## src/sib_pkg.sv

```systemverilog
// Shared widths, state encoding and modulus constants for the SampleInBall engine; import by wildcard
package sib_pkg;

  // Dilithium modulus q
  localparam int unsigned DILITHIUM_Q = 32'd8380417;

  // Coefficient width, enough for q-1
  localparam int COEFF_W = 23;

  // Polynomial size and candidate byte width
  localparam int SIB_NUM_COEFF = 256;
  localparam int SIB_SAMPLE_W  = 8;

  // Four coefficients per memory word
  localparam int SIB_COEFF_PER_WORD = 4;
  localparam int SIB_NUM_WORDS      = SIB_NUM_COEFF / SIB_COEFF_PER_WORD;

  typedef logic [COEFF_W-1:0]      coeff_t;
  typedef logic [SIB_SAMPLE_W-1:0] sample_t;
  typedef logic [5:0]              word_addr_t;

  // Values of a nonzero coefficient, minus one is stored as q-1
  localparam coeff_t COEFF_PLUS_ONE  = coeff_t'(1);
  localparam coeff_t COEFF_MINUS_ONE = coeff_t'(DILITHIUM_Q - 1);

  // Controller states
  typedef enum logic [1:0] {
    SIB_IDLE        = 2'd0,
    SIB_SIGN_BUFFER = 2'd1,
    SIB_ACTIVE      = 2'd2,
    SIB_DONE        = 2'd3
  } sib_fsm_state_e;

endpackage
```

## src/sib_ctrl.sv

```systemverilog
// SampleInBall controller: gathers sign bits, rejects candidate bytes and issues swap requests
`timescale 1ns/1ps

module sib_ctrl
  import sib_pkg::*;
#(
  parameter int SIB_NUM_SAMPLERS = 4,
  parameter int SIB_TAU          = 60
) (
  input  logic                           clk,
  input  logic                           rst_b,
  input  logic                           zeroize_i,
  input  logic                           data_valid_i,
  input  sample_t [SIB_NUM_SAMPLERS-1:0] data_i,
  output logic                           data_hold_o,
  output logic                           sib_done_o,
  output logic                           swap_valid_o,
  output sample_t                        swap_i_o,
  output sample_t                        swap_j_o,
  output logic                           swap_sign_o,
  input  logic                           swap_hold_i
);

  // SIB_TAU has to fit in two beats
  localparam int DATA_BITS = SIB_NUM_SAMPLERS * SIB_SAMPLE_W;
  localparam int LANE_W    = (SIB_NUM_SAMPLERS > 1) ? $clog2(SIB_NUM_SAMPLERS) : 1;
  localparam logic [LANE_W-1:0] LAST_LANE = LANE_W'(SIB_NUM_SAMPLERS - 1);

  sib_fsm_state_e              state;
  sib_fsm_state_e              state_nxt;
  logic                        in_active;
  logic [SIB_TAU-1:0]          sign_buf;
  logic [2*DATA_BITS-1:0]      sign_nxt;
  logic                        sign_load;
  logic                        sign_hi;
  sample_t                     rej_value;
  logic [SIB_NUM_SAMPLERS-1:0] lane_ok;
  logic [SIB_NUM_SAMPLERS-1:0] lane_mask;
  logic [SIB_NUM_SAMPLERS-1:0] lane_mask_nxt;
  logic                        index_found;
  logic [LANE_W-1:0]           valid_index;
  logic                        lane_hold;
  logic                        swap_take;
  logic                        beat_take;
  logic                        last_take;

  // Per-lane rejection against the running index i
  always_comb begin
    for (int k = 0; k < SIB_NUM_SAMPLERS; k++) begin
      lane_ok[k] = lane_mask[k] & data_valid_i & (data_i[k] <= rej_value);
    end
  end

  // First accepted lane; the lanes up to it are dropped from the beat
  always_comb begin
    index_found   = 1'b0;
    valid_index   = '0;
    lane_mask_nxt = lane_mask;
    for (int k = 0; k < SIB_NUM_SAMPLERS; k++) begin
      if (!index_found) begin
        lane_mask_nxt[k] = 1'b0;
        if (lane_ok[k]) begin
          index_found = 1'b1;
          valid_index = LANE_W'(k);
        end
      end
    end
  end

  always_comb begin
    state_nxt = state;
    unique case (state)
      SIB_IDLE: begin
        if (data_valid_i) state_nxt = SIB_SIGN_BUFFER;
      end
      SIB_SIGN_BUFFER: begin
        if (data_valid_i) state_nxt = SIB_ACTIVE;
      end
      SIB_ACTIVE: begin
        if (last_take) state_nxt = SIB_DONE;
      end
      SIB_DONE: begin
        state_nxt = SIB_DONE;
      end
      default: begin
        state_nxt = SIB_IDLE;
      end
    endcase
  end

  always_ff @(posedge clk or negedge rst_b) begin
    if (!rst_b) begin
      state <= SIB_IDLE;
    end else if (zeroize_i) begin
      state <= SIB_IDLE;
    end else begin
      state <= state_nxt;
    end
  end

  assign in_active  = (state == SIB_ACTIVE);
  assign sib_done_o = (state == SIB_DONE);

  // Swap handshake
  assign swap_valid_o = in_active & index_found;
  assign swap_take    = swap_valid_o & ~swap_hold_i;
  assign swap_i_o     = rej_value;
  assign swap_j_o     = data_i[valid_index];
  assign swap_sign_o  = sign_buf[0];
  assign last_take    = swap_take & (&rej_value);

  // Keep the beat while later lanes remain or the shuffler is busy
  assign lane_hold   = index_found & (valid_index != LAST_LANE);
  assign data_hold_o = in_active & (lane_hold | (index_found & swap_hold_i));
  assign beat_take   = data_valid_i & ~data_hold_o;

  // Sign buffer, beat 1 in the low bits and beat 2 above it
  assign sign_load = data_valid_i & ((state == SIB_IDLE) | (state == SIB_SIGN_BUFFER));
  assign sign_hi   = (state == SIB_SIGN_BUFFER);
  assign sign_nxt  = sign_hi ? {data_i, {DATA_BITS{1'b0}}} : {{DATA_BITS{1'b0}}, data_i};

  always_ff @(posedge clk or negedge rst_b) begin
    if (!rst_b) begin
      sign_buf <= '0;
    end else if (zeroize_i) begin
      sign_buf <= '0;
    end else if (sign_load) begin
      sign_buf <= sign_buf | sign_nxt[SIB_TAU-1:0];
    end else if (swap_take) begin
      sign_buf <= sign_buf >> 1;
    end
  end

  // Running index starts at 256 - tau, one step per taken swap
  always_ff @(posedge clk or negedge rst_b) begin
    if (!rst_b) begin
      rej_value <= sample_t'(SIB_NUM_COEFF - SIB_TAU);
    end else if (zeroize_i) begin
      rej_value <= sample_t'(SIB_NUM_COEFF - SIB_TAU);
    end else if (swap_take) begin
      rej_value <= rej_value + 1'b1;
    end
  end

  // Lane mask, reopened whenever a new beat arrives
  always_ff @(posedge clk or negedge rst_b) begin
    if (!rst_b) begin
      lane_mask <= '1;
    end else if (zeroize_i) begin
      lane_mask <= '1;
    end else if (in_active & beat_take) begin
      lane_mask <= '1;
    end else if (swap_take & lane_hold) begin
      lane_mask <= lane_mask_nxt;
    end
  end

endmodule

```

## config.mk

```make
export PLATFORM = sky130hd
export DESIGN_NAME = sib_ctrl
export DESIGN_NICKNAME = d
export VERILOG_FILES = /design/src/sib_pkg.sv /design/src/sib_ctrl.sv
export SDC_FILE = /design/constraint.sdc
export NUM_CORES = 1
export LEC_CHECK = 0
export BUFFER_PORTS_ARGS = -buffer_cell sky130_fd_sc_hd__buf_2
export CAP_MARGIN = 20
export CORE_UTILIZATION = 50
export CTS_CLUSTER_SIZE = 25
export DETAILED_ROUTE_END_ITERATION = 7
export GPL_TIMING_DRIVEN = 0
export PLACE_DENSITY = 0.72
export SYNTH_ARGS = -nofsm -noshare
export SYNTH_HDL_FRONTEND = slang
export SYNTH_SLANG_ARGS = --single-unit
```

## constraint.sdc

```tcl
create_clock -name clk -period 3.5 [get_ports clk]
set_clock_uncertainty 0.15 [all_clocks]
set_input_delay 0.175 -clock clk [delete_from_list [all_inputs] [get_ports clk]]
set_output_delay 0.175 -clock clk [all_outputs]
set_load 0.05 [all_outputs]
```

==> results_dict.tcl <==
set metrics [dict create \
    run_status "complete, no violations" \
    synthTopCellsByCount "nor2_1 (86), a21oi_1 (71), dfrtp_1 (67), a211oi_1 (61), ha_1 (33)" \
    final_nets 623 \
    fmax_mhz 292 \
    insertedDiodeCount 0 \
    synth.ff_latch_count 74 \
    dr_total_vias 4157 \
    synth_xor_area_frac 0.00406 \
    cts_tree "built" \
    routedWlPerCell_um 19.6 \
    grt_pass1_wl_mm 20.3 \
    ys_top_cells_by_area "dfrtp_1 (39%), a211oi_1 (11%), ha_1 (9.6%)" \
    grt_most_used_layer "met2" \
    synth_top_flop_cell "dfrtp_1" \
    fp.dieW_um 94.9 \
    clkTransAtPathRegs_ns 0.08 \
    cts_made_buffers 9 \
    use_met1 0.429 \
    cts_max_path_buffers 2 \
    area_growth_pct 21.2 \
    grt_use_met2 0.463 \
    die_area_um2 9000 \
    crit_top_cell "buf_4" \
    clkSinkCount 74 \
    crit_chain "clkinvlp_4, buf_12, ha_4, o211ai_1, a21o_1, a31oi_4, buf_6, o31a_1, buf_4, nor2_1, a31oi_1, buf_4" \
    max_slew.worst_pin.slew_ns 0.695 \
    critPathMaxFanout 10 \
    power_density_nw_per_um2 424 \
    ant_nets 0 \
    root_buffer "clkbuf_8" \
    fin_ws_ns 0.0788 \
    maxSlewHeadroom 0.535 \
    critPathArrivalTime_ns 3.10 \
    crit_slowest_cell "dfstp_2" \
    cpPeakStageDelay_ns 0.57 \
    hold_start "data_valid_i" \
    core_area_um2 8300 \
    post-synth-top-area-cell "dfrtp_1" \
    worst_ir_drop_vdd_mv 0.195 \
    antenna_found_initial 0 \
    drc 0 \
    yosys.area_share.simple 0.132 \
    ctsHtreeMaxLevel 3 \
    synth_mux_area_frac 0.00696 \
    globalRouteTotalUtil 0.304 \
    initial_core_util 0.520 \
    pin_count 57 \
    grt_pass1_vias 3907 \
    finalMaxSlewViolations 0 \
    avgViaCountPerCell 6.27 \
    rsz0062_at_grt "false" \
    synth_compound_area_frac 0.277 \
    die-height_um 94.9 \
    crit_path_start_kind "register" \
    path_class "register to output pin" \
    drt-total-wl_mm 13.0 \
    std_cell_rows 33 \
    dr.first_iter.drc_count 271 \
    synth_area_um2 4310 \
    grt_max_degree 41 \
    gp_congestion 0.930 \
    drive_gt1_frac 0.226 \
    synthAdderAreaFrac 0.0957 \
    yosysTopAreaCellShare 0.389 \
    synth_top_family_by_area "compound AO/OA/AOI/OAI gates" \
    place_ws_ns 0.0722 \
    yosys_warnings 0 \
    dpl.hpwl_mm 9.14 \
    finalCritPeriodShare 0.977 \
    period_needed_ns 3.42 \
    setup_viol 0 \
    cp.required_ns 3.17 \
    synth.avg_cell_area_um2 9.02 \
    yosysSeqAreaShare 0.431 \
    yosysUniqueCellTypes 41 \
    synthCells 478 \
    regToRegStartpoint "swap_i_o[2]$_DFFE_PN1P_" \
    synth_edf_count 0 \
    worstSetupEndpointType "output pin" \
    hold_violations 0 \
    port_buffers 54 \
    maxCapViolations 0 \
    clkLatencyLatePin_ns 0.35 \
    crit_start "swap_i_o[2]$_DFFE_PN1P_" \
    grt_use_met3 0.0531 \
    async_flop_share 1.00 \
    yosysMostFrequentCell "nor2_1" \
    p_leak_nw 2.43 \
    drtPass1Iterations 5 \
    synth_nets 548 \
    overflow 0 \
    fin_hold_ws_ns 0.0205 \
    hold_path_class "input port to register" \
]
## cell type report
class                      count  area (um2)
timing repair buffer          64         405
fill                         697        3070
tap                          105         131
buffer                        31         174
inverter                      19        75.1
multi-input combinational    354        2360
sequential                    74        1860
clock buffer                   9         124
clock inverter                 7        93.8
## stage by stage
| stage | TNS [ns] | util | total power (W) | instance area, um2 | std cells |
|---|---|---|---|---|---|
| after global placement | 0 | 0.571 | 0.00142 | 4740 | 637 |
| final | 0 | 0.630 | 0.00221 | 5230 | 663 |
| after CTS | 0 | 0.607 | 0.00219 | 5040 | 656 |
| after global routing | 0 | 0.630 | 0.00232 | 5230 | 663 |
| after detailed placement | 0 | 0.574 | 0.00144 | 4760 | 638 |
| after floorplan | -0.461 | - | 0.00128 | 4340 | 478 |
## flip-flops by register name (all words and copies together) (netlist names)
signal / count
swap_i_o: 8
lane_mask: 4
sign_buf: 60
state: 2
## critical path: cells and delay by family (launching register included)
family                     cells  cell delay, ns
DFF                            1            0.57
AOI/OAI and AO/OA              5            0.90
and+or+nand+nor                1            0.04
buffers and inverters          5            0.97
adders and majority gates      1            0.26
## path summary, 6_finish.rpt
check                                           end  slack [ns]  cells after the start
min in group asynchronous  sign_buf[25]$_DFFE_PN0P_        0.15                      2
min reg2reg                lane_mask[0]$_DFFE_PN1P_        0.34                      2
max reg2reg                sign_buf[51]$_DFFE_PN0P_        0.19                     13
min                            state[1]$_DFFE_PN0P_        0.02                      3
max                                     swap_j_o[6]        0.08                     12
max in group asynchronous  lane_mask[2]$_DFFE_PN1P_        2.41                      3
## power by group
part / switching, W / internal (W)
logic: 0.000325 / 0.000181
registers: 0.0000431 / 0.000925
clock network: 0.000340 / 0.000400
total: 0.000708 / 0.00151
## cells by family (layout without fill, tap and decap cells)
family / after synthesis / in the layout
buffers and inverters: 50 / 130
AND/OR/NAND/NOR: 134 / 134
flip-flops: 74 / 74
AO/OA/AOI/OAI: 182 / 182
multiplexers: 3 / 3
adder cells (fa/ha/maj): 33 / 33
XOR/XNOR: 2 / 2
## routing by layer
metal  routed length [um]  vias to the layer above  share of wire
met5                    0                        -              0
met4                  371                        0          0.029
met3                 1080                       32          0.083
met2                 5800                      206           0.45
met1                 5770                     2000           0.44
li1                     -                     1919              -
## cells in the final DEF, fill, tap and decap left out, types with 5 or more instances in the layout
| cell type | Yosys | layout |
|---|---|---|
| nand2_1 | 19 | 18 |
| buf_2 | 7 | 50 |
| nor2_1 | 86 | 85 |
| dfrtp_1 | 67 | 67 |
| ha_1 | 33 | 31 |
| o21ai_0 | 9 | 8 |
| inv_1 | 19 | 18 |
| nand3_1 | 5 | 5 |
| clkbuf_1 | 16 | 13 |
| dfstp_2 | 7 | 7 |
| a31oi_2 | 0 | 5 |
| nand4_1 | 9 | 9 |
| o221ai_2 | 0 | 7 |
| buf_4 | 8 | 22 |
| clkbuf_8 | 0 | 9 |
| a21oi_1 | 71 | 71 |
| a211oi_1 | 61 | 61 |
## what timing repair did
| item | 4_1_cts | 5_1_grt |
|---|---|---|
| endpoints found under the setup margin | 8 | 10 |
| buffers inserted | 1 | 7 |
| pin swaps | 0 | 10 |
| gates resized for setup | 13 | 29 |
| hold buffers | 1 | 0 |
| endpoints found under the hold margin | 34 | 0 |
Power figures use the tool's default switching activity.
