File: src/sib_pkg.sv
// Shared widths, state encoding and modulus constants for the SampleInBall engine; import by wildcard
package sib_pkg;

  // Dilithium modulus q
  localparam int unsigned DILITHIUM_Q = 32'd8380417;

  // Coefficient width, enough for q-1
  localparam int COEFF_W = 23;

  // Polynomial size and candidate byte width
  localparam int SIB_NUM_COEFF = 256;
  localparam int SIB_SAMPLE_W  = 8;

  // Four coefficients per memory word
  localparam int SIB_COEFF_PER_WORD = 4;
  localparam int SIB_NUM_WORDS      = SIB_NUM_COEFF / SIB_COEFF_PER_WORD;

  typedef logic [COEFF_W-1:0]      coeff_t;
  typedef logic [SIB_SAMPLE_W-1:0] sample_t;
  typedef logic [5:0]              word_addr_t;

  // Values of a nonzero coefficient, minus one is stored as q-1
  localparam coeff_t COEFF_PLUS_ONE  = coeff_t'(1);
  localparam coeff_t COEFF_MINUS_ONE = coeff_t'(DILITHIUM_Q - 1);

  // Controller states
  typedef enum logic [1:0] {
    SIB_IDLE        = 2'd0,
    SIB_SIGN_BUFFER = 2'd1,
    SIB_ACTIVE      = 2'd2,
    SIB_DONE        = 2'd3
  } sib_fsm_state_e;

endpackage
File: src/sib_shuffler.sv
// Fisher-Yates swap engine: one read cycle and one write cycle per request from the controller
`timescale 1ns/1ps

module sib_shuffler
  import sib_pkg::*;
(
  input  logic             clk,
  input  logic             rst_b,
  input  logic             zeroize_i,
  input  logic             swap_valid_i,
  input  sample_t          swap_i_i,
  input  sample_t          swap_j_i,
  input  logic             swap_sign_i,
  output logic             swap_hold_o,
  output logic [1:0]       we_o,
  output word_addr_t [1:0] addr_o,
  output coeff_t [1:0][3:0] wrdata_o,
  input  coeff_t [1:0][3:0] rddata_i
);

  logic         busy;
  logic         swap_take;
  sample_t      idx_i_q;
  sample_t      idx_j_q;
  logic         sign_q;
  word_addr_t   word_i_q;
  word_addr_t   word_j_q;
  logic [1:0]   lane_i_q;
  logic [1:0]   lane_j_q;
  logic         same_word;
  coeff_t       old_cj;
  coeff_t       sign_val;
  coeff_t [3:0] word_i_new;
  coeff_t [3:0] word_j_new;
  coeff_t [3:0] word_merged;

  assign swap_take   = swap_valid_i & ~busy;
  assign swap_hold_o = busy;

  // Busy for exactly the write cycle after a take
  always_ff @(posedge clk or negedge rst_b) begin
    if (!rst_b) begin
      busy <= 1'b0;
    end else if (zeroize_i) begin
      busy <= 1'b0;
    end else begin
      busy <= swap_take;
    end
  end

  always_ff @(posedge clk) begin
    if (swap_take) begin
      idx_i_q <= swap_i_i;
      idx_j_q <= swap_j_i;
      sign_q  <= swap_sign_i;
    end
  end

  assign word_i_q  = word_addr_t'(idx_i_q >> 2);
  assign word_j_q  = word_addr_t'(idx_j_q >> 2);
  assign lane_i_q  = idx_i_q[1:0];
  assign lane_j_q  = idx_j_q[1:0];
  assign same_word = (word_i_q == word_j_q);

  // Read both words on the take cycle, write back to the same words next cycle
  always_comb begin
    if (busy) begin
      addr_o[0] = word_i_q;
      addr_o[1] = word_j_q;
    end else begin
      addr_o[0] = word_addr_t'(swap_i_i >> 2);
      addr_o[1] = word_addr_t'(swap_j_i >> 2);
    end
  end

  assign old_cj   = rddata_i[1][lane_j_q];
  assign sign_val = sign_q ? COEFF_MINUS_ONE : COEFF_PLUS_ONE;

  // c[i] gets old c[j], then c[j] gets the sign; with i == j the sign wins
  always_comb begin
    word_i_new               = rddata_i[0];
    word_i_new[lane_i_q]     = old_cj;
    word_j_new               = rddata_i[1];
    word_j_new[lane_j_q]     = sign_val;
    word_merged              = word_i_new;
    word_merged[lane_j_q]    = sign_val;
  end

  always_comb begin
    we_o        = busy ? (same_word ? 2'b01 : 2'b11) : 2'b00;
    wrdata_o[0] = same_word ? word_merged : word_i_new;
    wrdata_o[1] = word_j_new;
  end

endmodule

File: config.mk
export PLATFORM = sky130hd
export DESIGN_NAME = sib_shuffler
export DESIGN_NICKNAME = d
export VERILOG_FILES = /design/src/sib_pkg.sv /design/src/sib_shuffler.sv
export SDC_FILE = /design/constraint.sdc
export NUM_CORES = 1
export LEC_CHECK = 0
export ABC_AREA = 1
export ABC_CLOCK_PERIOD_IN_PS = 4700
export BUFFER_PORTS_ARGS = -buffer_cell sky130_fd_sc_hd__buf_2
export CAP_MARGIN = 40
export CORE_AREA = 5 5 153 155
export DETAILED_ROUTE_END_ITERATION = 8
export DIE_AREA = 0 0 158 160
export GPL_ROUTABILITY_DRIVEN = 0
export PLACE_DENSITY = 0.51
export SLEW_MARGIN = 25
export SYNTH_ARGS = -nofsm -noshare
export SYNTH_HDL_FRONTEND = slang
export SYNTH_SLANG_ARGS = --single-unit
export TNS_END_PERCENT = 100
File: constraint.sdc
create_clock -name clk -period 4.7 [get_ports clk]
set_input_delay 0 -clock clk [delete_from_list [all_inputs] [get_ports clk]]
set_output_delay 0 -clock clk [all_outputs]
set_load 0.02 [all_outputs]
==> metrics.txt, run 1 <==
CP peak stage delay=0.62 ns; Req. time, crit path=4.70 ns; Std-Cell Rows=54; crit path max fanout=37; Layout area overhead=64.2%; hold slack=0.0130 ns; Synth area leaders=nand2_1 38%, nor2_1 16%, edfxtp_1 13%; Setup crit start kind=flip-flop; critical path depth=6; DRT Wirelength=28.4 mm; Synth top area share=38.4%; Critical Path End Type=output port; Pre-Repair DR Iteration Count=5; maximum clock frequency=347 MHz; top cell type by total area after synthesis=nand2_1; kind of critical path=flip-flop to output port; Tmin final=2.88 ns; Worst-Margin Slew=0.761 ns; skew final=0.00538 ns; most common flop cell mapped by yosys=edfxtp_1; unrepaired setup endpoints after global routing=false; Final Hold Fails=0; status=finished, final reports clean; Hold Crit Class=input port to flip-flop; critical path's top delay family=simple AND/OR/NAND/NOR gates; Layout fillers=2586; final worst path period share=61.3%; met2 routed WL=15.1 mm; slew margin rel.=49.2%; total CTS buffers=3; CTS H-tree lvls=1; Peak VDD IR=0.163 mV; synth cell count leaders=409 x nand2_1, 166 x nor2_1, 71 x inv_1, 44 x nand3_1, 26 x nand4_1; Die W=158 um; Pwr Total=1.22 mW; Final ANT Viol Nets=0; IO buf count=403; Leak=4.35 nW; met3 wire length=2.35 mm; Max clock buf depth=2; CTS Root Cell=clkbuf_16; Die ar.=0.0253 mm^2; # DRC=0; worst-path cell chain=nand2_1 -> inv_2 -> nand4_1 -> nand2_1 -> inv_1 -> buf_2; die height=160 um; Via density=4.46; Post-synth EDFFs=17; most frequent cell after synthesis=nand2_1; DR WL/cell=18.7 um; CTS tree=done; Synth async-reset ratio=5.56%; PwrDens=186 mW/mm^2; Detail Placement HPWL=24.0 mm; Worst Path Arrival=2.88 ns; initial core utilization=18.4%; Clock Pin Slew Worst Setup and Hold Paths=0.06 ns; initial antenna violation count=2; Mapped Cells=843; CP dominant cell by count=nand2_1; M1 wire length=10.5 mm; sum of negative setup slack=0 ns; register bit total from synthesis=18; largest net degree at the start of global routing=38; routed vias=6772; Crit-path slowest cell=nand4_1; Yosys warning total=0; post-CTS setup buffers=0; worst skew pair latency=0.25 ns; number of nets in the layout=1441; initial drt markers=368; Congestion Overflow GR=0; WHS Path Cells=3; post-synth cell types=26; Final Slew Violations=0; global-route wire length before repair=40.4 mm; I/O pin total=404; Core Box Area=0.0217 mm^2; synthesized area=0.00400 mm^2; Avg Cell Area, Syn=4.74 um^2; Mapped Nets=1048; fraction of layout cells with a size suffix above 1=35.9%; clk sinks=18; Bufs and invs on worst path=3; FF-to-FF path depth=2; gr usage total=20.8%; number of max-cap violations=0; count of final setup violators=0; number of global-route vias before repair=6666; register area share after synthesis=13.4%; post-CTS resize count=0; max layer used=met5
==> layout by cell type, fill, tap and decap left out, drive strengths merged <==
master	n
clkinv	6
clkbuf	4
diode	4
nor3	1
o21ai	2
mux2	4
nand2	410
nand3	44
nand4	26
a21oi	12
a22oi	20
xnor2	1
dlygate4sd3	19
buf	414
xor2	2
edfxtp	17
nor2	172
inv	76
or2	4
dfrtp	1
==> logic make-up (layout without fill, tap and decap cells) <==
kind of cell | count (synthesis) | after routing | synth area share, %
multiplexers | 4 | 4 | 1.13
XOR/XNOR | 3 | 3 | 0.657
flip-flops | 18 | 18 | 13.4
AO/OA/AOI/OAI | 34 | 34 | 6.13
buffers and inverters | 127 | 519 | 13.0
other | 0 | 4 | 0
AND/OR/NAND/NOR | 657 | 657 | 65.7
==> where the power goes <==
group,internal [mW],switching [mW],total (mW)
Sequential,0.187,0.0113,0.198
Clock,0.130,0.0605,0.190
Combinational,0.279,0.551,0.830
Total,0.596,0.623,1.22
==> flip-flops by register name (all words and copies together) (netlist names) <==
signal / count
idx_i_q: 8
idx_j_q: 8
sign_q: 1
swap_hold_o: 1
==> worst paths after layout <==
| check | startpoint | to | slack, ns |
|---|---|---|---|
| max | idx_j_q[0] | wrdata_o[69] | 1.82 |
| min in group asynchronous | rst_b | swap_hold_o | 0.05 |
| max reg2reg | swap_hold_o | idx_i_q[0] | 3.24 |
| min reg2reg | swap_hold_o | swap_hold_o | 1.00 |
| min | swap_valid_i | swap_hold_o | 0.01 |
| max in group asynchronous | rst_b | swap_hold_o | 4.57 |
==> final cells by class <==
cell class,instances,area (um^2),share of cell area (%)
multi-input cells,698,2940,44.8
repair buffers,433,2330,35.5
flip-flops and latches,18,536,8.16
well taps,280,350,5.34
inverters,82,308,4.69
clock buffers,4,88.8,1.35
diodes,4,10.0,0.152
==> routing by layer <==
metal  up-vias  GRT usage [%]
met5         -              0
met4         4           3.26
met2       297           41.3
met1      3069           22.9
met3        28           3.79
li1       3374              -
==> timing repair <==
item,in CTS,in global routing
hold endpoints to repair,19,0
hold buffers,19,0
endpoints found under the setup margin,0,0
==> through the flow <==
| stage | cell area (um^2) | utilization (%) | instances | setup slack [ns] |
|---|---|---|---|---|
| after global routing | 6550 | 30.2 | 1515 | 1.51 |
| after detailed placement | 6270 | 28.9 | 1492 | 2.03 |
| after floorplan | 4000 | - | 843 | 2.59 |
| final | 6560 | 30.3 | 1519 | 1.82 |
| after CTS | 6550 | 30.2 | 1515 | 1.75 |
| after global placement | 6220 | 28.7 | 1490 | 2.13 |
==> tightest hold or removal path, cell delays in order <==
cell,delay (ns)
buf_2,0.09
inv_1,0.08
nor3_1,0.05
Note: power is estimated with default switching activity, not from simulation.
==> run 2: changes to the inputs <==
--- a/config.mk
+++ b/config.mk
@@ -5,15 +5,15 @@
 export SDC_FILE = /design/constraint.sdc
 export NUM_CORES = 1
 export LEC_CHECK = 0
-export ABC_AREA = 1
-export ABC_CLOCK_PERIOD_IN_PS = 4700
+export ABC_AREA = 0
+export ABC_CLOCK_PERIOD_IN_PS = 2600
 export BUFFER_PORTS_ARGS = -buffer_cell sky130_fd_sc_hd__buf_2
 export CAP_MARGIN = 40
-export CORE_AREA = 5 5 153 155
+export CORE_AREA = 5 5 154 156
 export DETAILED_ROUTE_END_ITERATION = 8
-export DIE_AREA = 0 0 158 160
+export DIE_AREA = 0 0 159 161
 export GPL_ROUTABILITY_DRIVEN = 0
-export PLACE_DENSITY = 0.51
+export PLACE_DENSITY = 0.5
 export SLEW_MARGIN = 25
 export SYNTH_ARGS = -nofsm -noshare
 export SYNTH_HDL_FRONTEND = slang
==> constraint.sdc (replaced) <==
create_clock -name clk -period 2.6 [get_ports clk]
set_input_delay 0 -clock clk [delete_from_list [all_inputs] [get_ports clk]]
set_output_delay 0 -clock clk [all_outputs]
set_load 0.02 [all_outputs]
==> metrics.txt, run 2 <==
Layout fillers=2492 (was 2586); most common flop cell mapped by yosys=edfxtp_1 (unchanged); register bit total from synthesis=18 (unchanged); skew final=0.00160 ns (was 0.00538 ns); Final Cell Area=0.00626 mm^2 (was 0.00656 mm^2); fraction of layout cells with a size suffix above 1=51.8% (was 35.9%); DR WL/cell=20.4 um (was 18.7 um); maximum clock frequency=437 MHz; post-CTS resize count=0 (unchanged); Hold Crit Class=input port to async pin (was input port to flip-flop); synthesized area=0.00363 mm^2 (was 0.00400 mm^2); Worst Path Arrival=2.29 ns (was 2.88 ns); Avg Cell Area, Syn=6.82 um^2 (was 4.74 um^2); crit path max fanout=11 (was 37); post-route insts no fill=1221 (was 1519); unrepaired setup endpoints after global routing=false (unchanged); count of final setup violators=0 (unchanged); most frequent cell after synthesis=nand2_1 (unchanged); Core Box Area=0.0222 mm^2 (was 0.0217 mm^2); Final Slew Violations=0 (unchanged); Critical Path End Type=output port (unchanged); Congestion Overflow GR=0 (unchanged); gr usage total=17.8% (was 20.8%); DRT Wirelength=24.9 mm (was 28.4 mm); Peak VDD IR=0.519 mV (was 0.163 mV); total CTS buffers=3 (unchanged); initial core utilization=16.3% (was 18.4%); I/O pin total=404 (unchanged); Req. time, crit path=2.60 ns (was 4.70 ns); PwrDens=337 mW/mm^2 (was 186 mW/mm^2); Post-synth EDFFs=17 (unchanged); synth cell count leaders=223 x nand2_1, 49 x and2_1, 48 x a21oi_1, 40 x a31oi_1, 32 x clkbuf_1 (was 409 x nand2_1, 166 x nor2_1, 71 x inv_1, 44 x nand3_1, 26 x nand4_1); Placed Instances=1197 (was 1492); most common cell after layout, fill and taps aside=buf_2 (was nand2_1); largest net degree at the start of global routing=27 (was 38); largest registers=idx_i_q x8, idx_j_q x8 (unchanged); Worst-Margin Slew=0.878 ns (was 0.761 ns); footprint of the multi-input gates=0.00286 mm^2 (was 0.00294 mm^2); Synth area leaders=nand2_1 23%, mux4_2 14%, edfxtp_1 14% (was nand2_1 38%, nor2_1 16%, edfxtp_1 13%); number of nets in the layout=1142 (was 1441); final worst path period share=88.0%; Tmin final=2.29 ns; number of global-route vias before repair=5625 (was 6666); Die W=159 um (was 158 um); global-route wire length before repair=35.8 mm (was 40.4 mm); routed vias=5668 (was 6772); post-synth cell types=30 (was 26); Setup crit start kind=flip-flop (unchanged); placed inst area=0.00598 mm^2 (was 0.00627 mm^2); sum of negative setup slack=0 ns (unchanged); initial drt markers=512 (was 368); Layout area overhead=72.7% (was 64.2%); Yosys warning total=0 (unchanged); Detail Placement HPWL=20.4 mm (was 24.0 mm); top cell type by total area after synthesis=nand2_1 (unchanged); die height=161 um (was 160 um); CTS tree=done (unchanged); CTS Hold Bufs=19 (unchanged); hold slack=0.0764 ns (was 0.0130 ns); Pre-Repair DR Iteration Count=5 (unchanged); slew margin rel.=41.0% (was 49.2%); Synth async-reset ratio=5.56% (unchanged); Max clock buf depth=2 (unchanged); status=finished, final reports clean (unchanged); worst skew pair latency=0.24 ns (was 0.25 ns); commonest cells after routing, fill and taps aside=403 x buf_2, 223 x nand2_1, 49 x and2_1 (was 409 x nand2_1, 403 x buf_2, 166 x nor2_1); clk sinks=18 (unchanged); Via density=4.64 (was 4.46); Clock Pin Slew Worst Setup and Hold Paths=0.05 ns (was 0.06 ns); Leak=3.37 nW (was 4.35 nW); register area share after synthesis=14.8% (was 13.4%); Synth top area share=23.1% (was 38.4%); Std-Cell Rows=55 (was 54); post-CTS setup buffers=0 (unchanged); Mapped Cells=532 (was 843); CTS H-tree lvls=1 (unchanged); IO buf count=403 (unchanged); initial antenna violation count=1 (was 2); register area=536 um^2 (unchanged); Die ar.=0.0256 mm^2 (was 0.0253 mm^2); Final ANT Viol Nets=0 (unchanged); Mapped Nets=737 (was 1048); # DRC=0 (unchanged); Final Hold Fails=0 (unchanged); CTS Root Cell=clkbuf_16 (unchanged); kind of critical path=flip-flop to output port (unchanged); number of max-cap violations=0 (unchanged); Pwr Total=2.11 mW (was 1.22 mW); # diodes=0 (was 4)
run 2: cell count changes in the layout (fill, tap and decap cells not counted), moves of 40 or more:
cell,change
nor2_1,-164
nand3_1,-44
nand2_1,-186
a31oi_1,+40
and2_1,+49
inv_1,-70
run 2: cell families (layout without fill, tap and decap cells):
group           after synthesis  after routing  synth area share (%)
mux                          43             43                  20.2
flops                        18             18                  14.8
simple gates                300            300                  38.0
compound gates              113            113                  18.4
xor+xnor                      6              6                  1.45
buf+inv                      52            456                  7.18
run 2: worst max-delay path, stage by stage (launching register included):
cell,delay (ns)
edfxtp_1,0.40
xnor2_1,0.18
nand2_1,0.33
or3_1,0.69
a31oi_1,0.25
buf_2,0.18
run 2: power by group:
group	switching, mW	internal [mW]	total [mW]
Combinational	0.890	0.550	1.44
Sequential	0.0252	0.339	0.364
Clock	0.0990	0.208	0.307
run 2: area by class of cell:
cell class                      count  share of cell area, %
Clock buffer                        4                   1.26
Inverter                            1                 0.0600
Multi-Input combinational cell    462                   45.6
Sequential cell                    18                   8.55
Tap cell                          285                   5.70
Timing Repair Buffer              451                   38.8
run 2: final timing paths:
| check | start | end | slack [ns] | depth (start not counted) |
|---|---|---|---|---|
| worst max-delay path | idx_j_q[4] | wrdata_o[68] | 0.31 | 5 |
| worst min-delay path | rst_b | swap_hold_o | 0.08 | 2 |
| worst max register to register | swap_hold_o | idx_j_q[1] | 1.19 | 2 |
| worst min register to register | swap_hold_o | idx_i_q[2] | 1.25 | 2 |
| max in group asynchronous | rst_b | swap_hold_o | 2.44 | 2 |
| min in group clk | rddata_i[151] | wrdata_o[151] | 0.33 | 4 |
run 2: stage by stage:
step | worst slack (ns) | util, %
2_1_floorplan | 0.835 | -
3_3_place_gp | 0.571 | 26.9
3_5_place_dp | 0.535 | 26.9
4_1_cts | 0.276 | 28.1
5_1_grt | 0.146 | 28.2
6_report | 0.311 | 28.2
run 2: layer usage:
metal	GRT usage, %	wire length, um	vias to the layer above
met5	0	10	-
met2	30.4	12200	305
met4	2.06	225	2
met1	24.3	10600	2702
met3	3.09	1890	22
li1	-	-	2637
